<file path="config.mk">
export PLATFORM = sky130hd
export DESIGN_NAME = mem_driver_top
export DESIGN_NICKNAME = d
export VERILOG_FILES = /design/src/hdl/mem_driver_pkg.sv /design/src/hdl/mem_req_encoder.sv /design/src/hdl/read_reorder_buffer.sv /design/src/hdl/fiu_rsp_decoder.sv /design/src/hdl/mem_driver_top.sv
export SDC_FILE = /design/constraint.sdc
export NUM_CORES = 1
export LEC_CHECK = 0
export ABC_AREA = 0
export BUFFER_PORTS_ARGS = -buffer_cell sky130_fd_sc_hd__buf_2
export CAP_MARGIN = 20
export CORE_UTILIZATION = 40
export CTS_CLUSTER_DIAMETER = 200
export CTS_CLUSTER_SIZE = 28
export DETAILED_ROUTE_END_ITERATION = 7
export GPL_ROUTABILITY_DRIVEN = 0
export PLACE_DENSITY = 0.71
export SLEW_MARGIN = 0
export SYNTH_ARGS = -nofsm -noshare
export SYNTH_HDL_FRONTEND = slang
export SYNTH_SLANG_ARGS = --single-unit
</file>
<file path="constraint.sdc">
create_clock -name clk -period 5.4 [get_ports clk]
set_clock_uncertainty 0.05 [all_clocks]
set_input_delay 1.08 -clock clk [delete_from_list [all_inputs] [get_ports clk]]
set_output_delay 1.08 -clock clk [all_outputs]
set_load 0.01 [all_outputs]
</file>
<file path="src/hdl/mem_driver_pkg.sv">
// ======================================================================
// Widths, encodings and bundles shared by the memory driver and its testbench.
// Lines are cut to 64 bits and addresses are 32-bit line addresses.
// ======================================================================

package mem_driver_pkg;

    // ==================================================================
    // Widths
    // ==================================================================

    // Address of one line, not a byte address
    localparam int ADDR_W = 32;
    localparam int DATA_W = 64;

    // Each read tag names one reorder buffer slot
    localparam int TAG_W = 3;
    localparam int ROB_DEPTH = 1 << TAG_W;

    typedef logic [ADDR_W-1:0] t_line_addr;
    typedef logic [DATA_W-1:0] t_line_data;
    typedef logic [TAG_W-1:0]  t_tag;

    // ==================================================================
    // Request side encodings
    // ==================================================================

    // The S and M forms allocate in the host cache and the I forms bypass it
    typedef enum logic [1:0] {
        REQ_RDLINE_S = 2'b00,
        REQ_RDLINE_I = 2'b01,
        REQ_WRLINE_M = 2'b10,
        REQ_WRLINE_I = 2'b11
    } t_req_opcode;

    // VC_VA leaves the choice of channel to the FIU
    // VC_VL0 is the one channel that keeps requests in order
    typedef enum logic [1:0] {
        VC_VA  = 2'b00,
        VC_VL0 = 2'b01
    } t_vc_sel;

    typedef struct packed {
        t_req_opcode opcode;
        t_vc_sel     vc;
        t_line_addr  addr;
        t_tag        tag;
    } t_req_hdr;

    typedef struct packed {
        logic     valid;
        t_req_hdr hdr;
    } t_c0_tx;

    typedef struct packed {
        logic       valid;
        t_req_hdr   hdr;
        t_line_data data;
    } t_c1_tx;

    // ==================================================================
    // Response side encodings
    // ==================================================================

    // RSP_NONE marks an idle cycle on a response channel
    typedef enum logic [1:0] {
        RSP_NONE   = 2'b00,
        RSP_RDLINE = 2'b01,
        RSP_WRLINE = 2'b10
    } t_rsp_type;

    typedef struct packed {
        t_rsp_type  rsp_type;
        t_tag       tag;
        t_line_data data;
    } t_c0_rx;

    // One write response may complete up to two lines
    typedef struct packed {
        t_rsp_type  rsp_type;
        logic [1:0] count;
    } t_c1_rx;

    typedef struct packed {
        logic       valid;
        t_line_data data;
    } t_rd_rsp;

endpackage

</file>
<file path="src/hdl/mem_req_encoder.sv">
// ======================================================================
// Maps client reads and writes onto FIU request headers with no added cycles.
// The FIU must accept any valid request, so almost-full drops the ready.
// ======================================================================
`timescale 1ns/10ps

module mem_req_encoder
(
    input  logic                        clk,
    input  logic                        reset,

    // Client read request
    input  logic                        rd_req_valid,
    input  mem_driver_pkg::t_line_addr  rd_req_addr,
    input  logic                        rd_req_cached,
    input  logic                        rd_req_check_order,
    output logic                        rd_req_ready,

    // Client write request
    input  logic                        wr_req_valid,
    input  mem_driver_pkg::t_line_addr  wr_req_addr,
    input  mem_driver_pkg::t_line_data  wr_req_data,
    input  logic                        wr_req_cached,
    input  logic                        wr_req_check_order,
    output logic                        wr_req_ready,

    // FIU flow control
    input  logic                        c0_almost_full,
    input  logic                        c1_almost_full,

    // Tag allocation from the reorder buffer
    input  logic                        rob_full,
    input  mem_driver_pkg::t_tag        alloc_tag,
    output logic                        alloc_valid,

    // FIU request channels
    output mem_driver_pkg::t_c0_tx      fiu_c0_tx,
    output mem_driver_pkg::t_c1_tx      fiu_c1_tx
);

    // Set one cycle after reset is released
    // The readies stay low on that first cycle so the FIU sees a clean idle edge
    logic rst_done;

    always_ff @(posedge clk)
    begin
        if (!reset)
            rst_done <= 1'b0;
        else
            rst_done <= 1'b1;
    end

    // A read also needs a free buffer slot to hold its response
    assign rd_req_ready = reset && rst_done && !c0_almost_full && !rob_full;
    assign wr_req_ready = reset && rst_done && !c1_almost_full;

    // Each accepted read takes the tag at the buffer tail
    assign alloc_valid = rd_req_valid && rd_req_ready;

    // ==================================================================
    // Header generation
    // ==================================================================

    always_comb
    begin
        fiu_c0_tx.valid = alloc_valid;
        fiu_c0_tx.hdr.opcode = rd_req_cached ? mem_driver_pkg::REQ_RDLINE_S :
                                               mem_driver_pkg::REQ_RDLINE_I;
        // Reads that must stay ordered against other traffic use the ordered channel
        fiu_c0_tx.hdr.vc = rd_req_check_order ? mem_driver_pkg::VC_VL0 :
                                                mem_driver_pkg::VC_VA;
        fiu_c0_tx.hdr.addr = rd_req_addr;
        fiu_c0_tx.hdr.tag = alloc_tag;
    end

    // Write acks are counts only, so writes never need a tag
    // The order hint is accepted but writes always leave the channel to the FIU
    always_comb
    begin
        fiu_c1_tx.valid = wr_req_valid && wr_req_ready;
        fiu_c1_tx.hdr.opcode = wr_req_cached ? mem_driver_pkg::REQ_WRLINE_M :
                                               mem_driver_pkg::REQ_WRLINE_I;
        fiu_c1_tx.hdr.vc = mem_driver_pkg::VC_VA;
        fiu_c1_tx.hdr.addr = wr_req_addr;
        fiu_c1_tx.hdr.tag = '0;
        fiu_c1_tx.data = wr_req_data;
    end

endmodule

</file>
<file path="src/hdl/read_reorder_buffer.sv">
// ======================================================================
// Holds out-of-order read data by tag and releases it in request order.
// At most one response leaves per cycle; the client cannot stall it.
// ======================================================================
`timescale 1ns/10ps

module read_reorder_buffer
(
    input  logic                        clk,
    input  logic                        reset,

    // Allocation from the request side
    input  logic                        alloc_valid,
    output mem_driver_pkg::t_tag        alloc_tag,
    output logic                        rob_full,

    // Fill from the response decoder
    input  logic                        fill_valid,
    input  mem_driver_pkg::t_tag        fill_tag,
    input  mem_driver_pkg::t_line_data  fill_data,

    // Ordered response to the client
    output mem_driver_pkg::t_rd_rsp     rd_rsp
);

    // ==================================================================
    // Storage and pointers
    // ==================================================================

    // Pointers carry one extra bit so that full and empty differ
    logic [mem_driver_pkg::TAG_W:0]       head;
    logic [mem_driver_pkg::TAG_W:0]       tail;

    // One flag per slot, set once its data has arrived and not yet released
    logic [mem_driver_pkg::ROB_DEPTH-1:0] filled;

    mem_driver_pkg::t_line_data           data_mem [mem_driver_pkg::ROB_DEPTH];

    mem_driver_pkg::t_tag                 head_idx;
    logic                                 bypass;
    logic                                 head_release;

    logic                                 rsp_valid;
    mem_driver_pkg::t_line_data           rsp_data;

    assign head_idx = head[mem_driver_pkg::TAG_W-1:0];

    // The next tag handed out is the tail slot
    assign alloc_tag = tail[mem_driver_pkg::TAG_W-1:0];

    // Full when the index bits match and the wrap bits differ
    assign rob_full = (tail[mem_driver_pkg::TAG_W] != head[mem_driver_pkg::TAG_W]) &&
                      (alloc_tag == head_idx);

    // A fill aimed at the head slot goes straight out on the next edge
    // This keeps the minimum FIU-to-client latency at two cycles
    assign bypass = fill_valid && (fill_tag == head_idx);
    assign head_release = filled[head_idx] || bypass;

    // ==================================================================
    // Control state
    // ==================================================================

    always_ff @(posedge clk)
    begin
        if (!reset)
        begin
            head <= '0;
            tail <= '0;
            filled <= '0;
            rsp_valid <= 1'b0;
        end
        else
        begin
            if (alloc_valid)
                tail <= tail + 1'b1;

            // A bypassed fill never needs its flag, it leaves at once
            if (fill_valid && !bypass)
                filled[fill_tag] <= 1'b1;

            // A fill that is not bypassed can never target the head slot
            if (head_release)
            begin
                filled[head_idx] <= 1'b0;
                head <= head + 1'b1;
            end

            rsp_valid <= head_release;
        end
    end

    // ==================================================================
    // Data path
    // ==================================================================

    always_ff @(posedge clk)
    begin
        if (fill_valid)
            data_mem[fill_tag] <= fill_data;

        if (head_release)
            rsp_data <= bypass ? fill_data : data_mem[head_idx];
    end

    assign rd_rsp = '{valid: rsp_valid, data: rsp_data};

endmodule

</file>
<file path="src/hdl/fiu_rsp_decoder.sv">
// ======================================================================
// Registers both FIU response channels and splits them by response type.
// Read fills go to the reorder buffer; write counts go straight to the client.
// ======================================================================
`timescale 1ns/10ps

module fiu_rsp_decoder
(
    input  logic                        clk,
    input  logic                        reset,

    // FIU response channels
    input  mem_driver_pkg::t_c0_rx      fiu_c0_rx,
    input  mem_driver_pkg::t_c1_rx      fiu_c1_rx,

    // Fill toward the reorder buffer
    output logic                        fill_valid,
    output mem_driver_pkg::t_tag        fill_tag,
    output mem_driver_pkg::t_line_data  fill_data,

    // Lines completed this cycle, 0 to 2
    output logic [1:0]                  wr_ack
);

    logic c0_is_rd;
    logic c1_is_wr;

    // Anything other than a read line on c0 is ignored
    assign c0_is_rd = (fiu_c0_rx.rsp_type == mem_driver_pkg::RSP_RDLINE);

    // Only a write response on c1 carries a valid count
    assign c1_is_wr = (fiu_c1_rx.rsp_type == mem_driver_pkg::RSP_WRLINE);

    // ==================================================================
    // Response registers
    // ==================================================================

    always_ff @(posedge clk)
    begin
        if (!reset)
        begin
            fill_valid <= 1'b0;
            wr_ack <= 2'd0;
        end
        else
        begin
            fill_valid <= c0_is_rd;
            // An idle or foreign c1 cycle reports no completions
            wr_ack <= c1_is_wr ? fiu_c1_rx.count : 2'd0;
        end
    end

    // Tag and data only matter while fill_valid is high
    always_ff @(posedge clk)
    begin
        if (c0_is_rd)
        begin
            fill_tag <= fiu_c0_rx.tag;
            fill_data <= fiu_c0_rx.data;
        end
    end

endmodule

</file>
<file path="src/hdl/mem_driver_top.sv">
// ======================================================================
// Client memory driver between a simple client and the FIU host link.
// The client must accept every read response; rd_rsp has no ready.
// ======================================================================
`timescale 1ns/10ps

module mem_driver_top
(
    input  logic                        clk,
    input  logic                        reset,

    // Client read request and response
    input  logic                        rd_req_valid,
    input  mem_driver_pkg::t_line_addr  rd_req_addr,
    input  logic                        rd_req_cached,
    input  logic                        rd_req_check_order,
    output logic                        rd_req_ready,
    output mem_driver_pkg::t_rd_rsp     rd_rsp,

    // Client write request and ack count
    input  logic                        wr_req_valid,
    input  mem_driver_pkg::t_line_addr  wr_req_addr,
    input  mem_driver_pkg::t_line_data  wr_req_data,
    input  logic                        wr_req_cached,
    input  logic                        wr_req_check_order,
    output logic                        wr_req_ready,
    output logic [1:0]                  wr_ack,

    // FIU side
    output mem_driver_pkg::t_c0_tx      fiu_c0_tx,
    output mem_driver_pkg::t_c1_tx      fiu_c1_tx,
    input  logic                        c0_almost_full,
    input  logic                        c1_almost_full,
    input  mem_driver_pkg::t_c0_rx      fiu_c0_rx,
    input  mem_driver_pkg::t_c1_rx      fiu_c1_rx
);

    // Tag allocation between the encoder and the buffer
    logic                        alloc_valid;
    mem_driver_pkg::t_tag        alloc_tag;
    logic                        rob_full;

    // Read fills from the decoder into the buffer
    logic                        fill_valid;
    mem_driver_pkg::t_tag        fill_tag;
    mem_driver_pkg::t_line_data  fill_data;

    mem_req_encoder u_encoder
    (
        .clk, .reset,
        .rd_req_valid, .rd_req_addr, .rd_req_cached, .rd_req_check_order, .rd_req_ready,
        .wr_req_valid, .wr_req_addr, .wr_req_data, .wr_req_cached, .wr_req_check_order,
        .wr_req_ready, .c0_almost_full, .c1_almost_full,
        .rob_full, .alloc_tag, .alloc_valid, .fiu_c0_tx, .fiu_c1_tx
    );

    read_reorder_buffer u_rob
    (
        .clk, .reset, .alloc_valid, .alloc_tag, .rob_full,
        .fill_valid, .fill_tag, .fill_data, .rd_rsp
    );

    fiu_rsp_decoder u_decoder
    (
        .clk, .reset, .fiu_c0_rx, .fiu_c1_rx,
        .fill_valid, .fill_tag, .fill_data, .wr_ack
    );

endmodule

</file>
==> results.py <==
metrics = {
    "worst_setup_path": {
        "crit_buf_inv": 3,
        "path_cells": "buf_4 > xnor2_1 > a41oi_1 > nand2_1 > inv_1 > buf_2",
        "end_kind": "output pin",
        "critPathKind": "reg -> out",
        "path_delay_family": "buffers and inverters",
        "start_kind": "flop",
        "crit_fanout": 46,
        "arrival_ns": 3.05,
        "worstPathRequired_ns": 4.27,
        "max_stage_delay_ns": 0.80,
        "critPathSlowestCell": "dfxtp_4",
    },
    "sta": {
        "slew_headroom": 0.265,
        "fin_crit_sh": 0.773,
        "layout_setup_ws_ns": 1.22,
        "rsz0062_at_grt": "false",
        "fmax_mhz": 239,
        "setup_viol": 0,
        "final_max_slew_viol_count": 0,
        "hold_viol_final": 0,
        "period_minus_slack_ns": 4.18,
        "fin_setup_tns_ns": 0,
        "tightestPinTransition_ns": 1.10,
    },
    "cells_and_area": {
        "nFillCells": 5437,
        "layout_common_cells": "edfxtp_1 (643), buf_2 (156), mux4_2 (129), a21oi_1 (74), mux2i_1 (72)",
        "drive_gt1_frac": 0.268,
        "syn2layout_area_growth_pct": 6.43,
        "final_util": 0.433,
        "multi_input_area_mm2": 0.00480,
        "num_antenna_cells": 0,
        "final_common_cell": "edfxtp_1",
        "final_nets": 1518,
        "register_area_mm2": 0.0197,
        "fin_area_mm2": 0.0274,
    },
    "global_routing": {
        "grt_first_pass_wirelength_um": 77900,
        "busiest_layer": "met2",
        "use_met1": 0.203,
        "use_met2": 0.274,
        "met3_usage": 0.0276,
        "grt_overflow": 0,
        "grt.total_usage": 0.159,
        "grt_max_degree": 92,
        "antenna_found_initial": 0,
        "grt_pass1_vias": 12000,
    },
    "logic_synthesis": {
        "synthMuxAreaShare": 0.141,
        "synth_xor_area_frac": 0.00238,
        "yosys_register_bits": 664,
        "synth-seq-area-share": 0.765,
        "synth_top_area_share": 0.749,
        "syn_avg_cell_area_um2": 20.1,
        "synth_top_family_by_area": "multiplexers",
        "synth_compound_area_frac": 0.0179,
        "synthTopCellsByArea": "edfxtp_1 (75%), mux4_2 (11%), buf_4 (4.2%)",
        "ys_types": 33,
        "syn_area_mm2": 0.0258,
        "synth_top_cell_by_area": "edfxtp_1",
        "syn_inst": 1284,
        "synth-simple-area-share": 0.0203,
        "ys.warnings.count": 0,
        "synthAdderAreaFrac": 0.000971,
    },
    "place": {
        "place_area_mm2": 0.0267,
        "place_ws_ns": 1.80,
        "hpwlAfterDp_um": 30500,
        "io_buffers": 156,
    },
    "power": {
        "ir_drop_mv": 0.256,
        "powerDensity_mw_per_mm2": 311,
        "p_leak_nw": 8.42,
    },
    "routing": {
        "drt_iter0_drc": 846,
        "drc": 0,
        "vias_per_cell": 5.23,
        "routed_wl_um": 52400,
        "ant_nets": 0,
        "wl_per_cell_um": 24.1,
        "via_count": 11400,
        "drt-pass1-iter-count": 7,
    },
    "clocking": {
        "cts_tree": "built",
        "clk_latency_ns": 0.62,
        "cts_setup_buffers": 0,
        "htree_num_levels": 1,
        "holdBufCountCts": 0,
        "cts_resized": 0,
        "cts_buffers": 27,
        "clock_sinks": 664,
        "cts-root-buf": "clkbuf_16",
        "cts.reportedPaths.clkPinSlew_ns": 0.10,
        "clockBufferDepth": 3,
    },
    "die": {
        "dieHeight_um": 256,
        "rows": 92,
        "dieArea_mm2": 0.0655,
        "start_util": 0.406,
        "die_w_um": 256,
        "io-pin-count": 424,
        "core-area_mm2": 0.0634,
    },
    "run_status": {
        "outcome": "complete, no violations",
    },
    "run": {
        "cap_violations": 0,
    },
    "hold_path": {
        "min-delay-path-class": "reg -> reg",
    },
}
layer usage:
metal / part of all wire / vias to the layer above
met2: 0.52 / 355
met4: 0.032 / 0
met3: 0.050 / 141
met5: 0 / -
met1: 0.40 / 5901
li1: - / 4957
path summary, 6_finish.rpt:
check	slack [ns]	from	end	cells past startpoint
setup / recovery	1.22	u_rob.head[2]	fiu_c0_tx[39]	6
hold / removal	0.46	u_rob.tail[3]	u_rob.tail[3]	1
setup reg to reg	1.92	u_rob.head[2]	u_rob.rsp_data[50]	4
hold reg to reg	0.46	u_rob.tail[3]	u_rob.tail[3]	1
Yosys cell counts (all sizes together):
library cell  count
nor2b             3
nand4             2
o21ai             3
nand2b            4
nor3              2
inv               7
o211ai            1
edfxtp          643
conb              2
and2              4
nor3b             1
ha                2
or3               2
xor2              1
and4b             2
mux4            129
mux2i            72
and4              2
xnor2             6
nand3             4
a211oi            8
buf             179
a41oi             1
a21oi            74
and3              1
nand2            10
clkbuf           19
or4               1
nor2             75
nand3b            3
dfxtp            21
cell type report:
| type | count | share of cell area |
|---|---|---|
| repair buffers | 184 | 0.0375 |
| multi-input cells | 421 | 0.175 |
| clock inverters | 2 | 0.00105 |
| flip-flops and latches | 664 | 0.719 |
| inverters | 7 | 0.00105 |
| well taps | 846 | 0.0386 |
| clock buffers | 47 | 0.0274 |
power by group:
part | switching [W] | internal (W)
clock network | 0.00150 | 0.000968
logic | 0.000122 | 0.0000980
registers | 0.0000916 | 0.00576
total | 0.00171 | 0.00683
worst reg2reg max path: cells and delay by family, from the launching register on:
family	cells	cell delay, ns
buf+inv	2	1.43
mux	1	0.52
flops	1	0.80
simple gates	1	0.25
state kept, by name, indices dropped and copies added (netlist names):
| register | count |
|---|---|
| u_rob.data_mem | 512 |
| u_decoder.fill_data | 64 |
| u_rob.rsp_data | 64 |
| u_rob.filled | 8 |
| u_rob.head | 4 |
| u_rob.tail | 4 |
| u_decoder.fill_tag | 3 |
| u_decoder.wr_ack | 2 |
| u_decoder.fill_valid | 1 |
| u_encoder.rst_done | 1 |
| u_rob.rsp_valid | 1 |
stage by stage:
stage / power [W] / std cells / hold slack [ns]
2_1_floorplan: 0.00618 / 1290 / 0.398
3_3_place_gp: 0.00618 / 2120 / 0.411
3_5_place_dp: 0.00620 / 2122 / 0.431
4_1_cts: 0.00864 / 2171 / 0.452
5_1_grt: 0.00881 / 2171 / 0.466
6_report: 0.00854 / 2171 / 0.458
cells by family after synthesis:
family,Yosys count
DFF,664
buffers and inverters,205
muxes,201
and+or+nand+nor,116
AOI/OAI and AO/OA,87
xor gates and xnor gates,7
adders and majority gates,2
other,2
(Power assumes the default switching activity.)
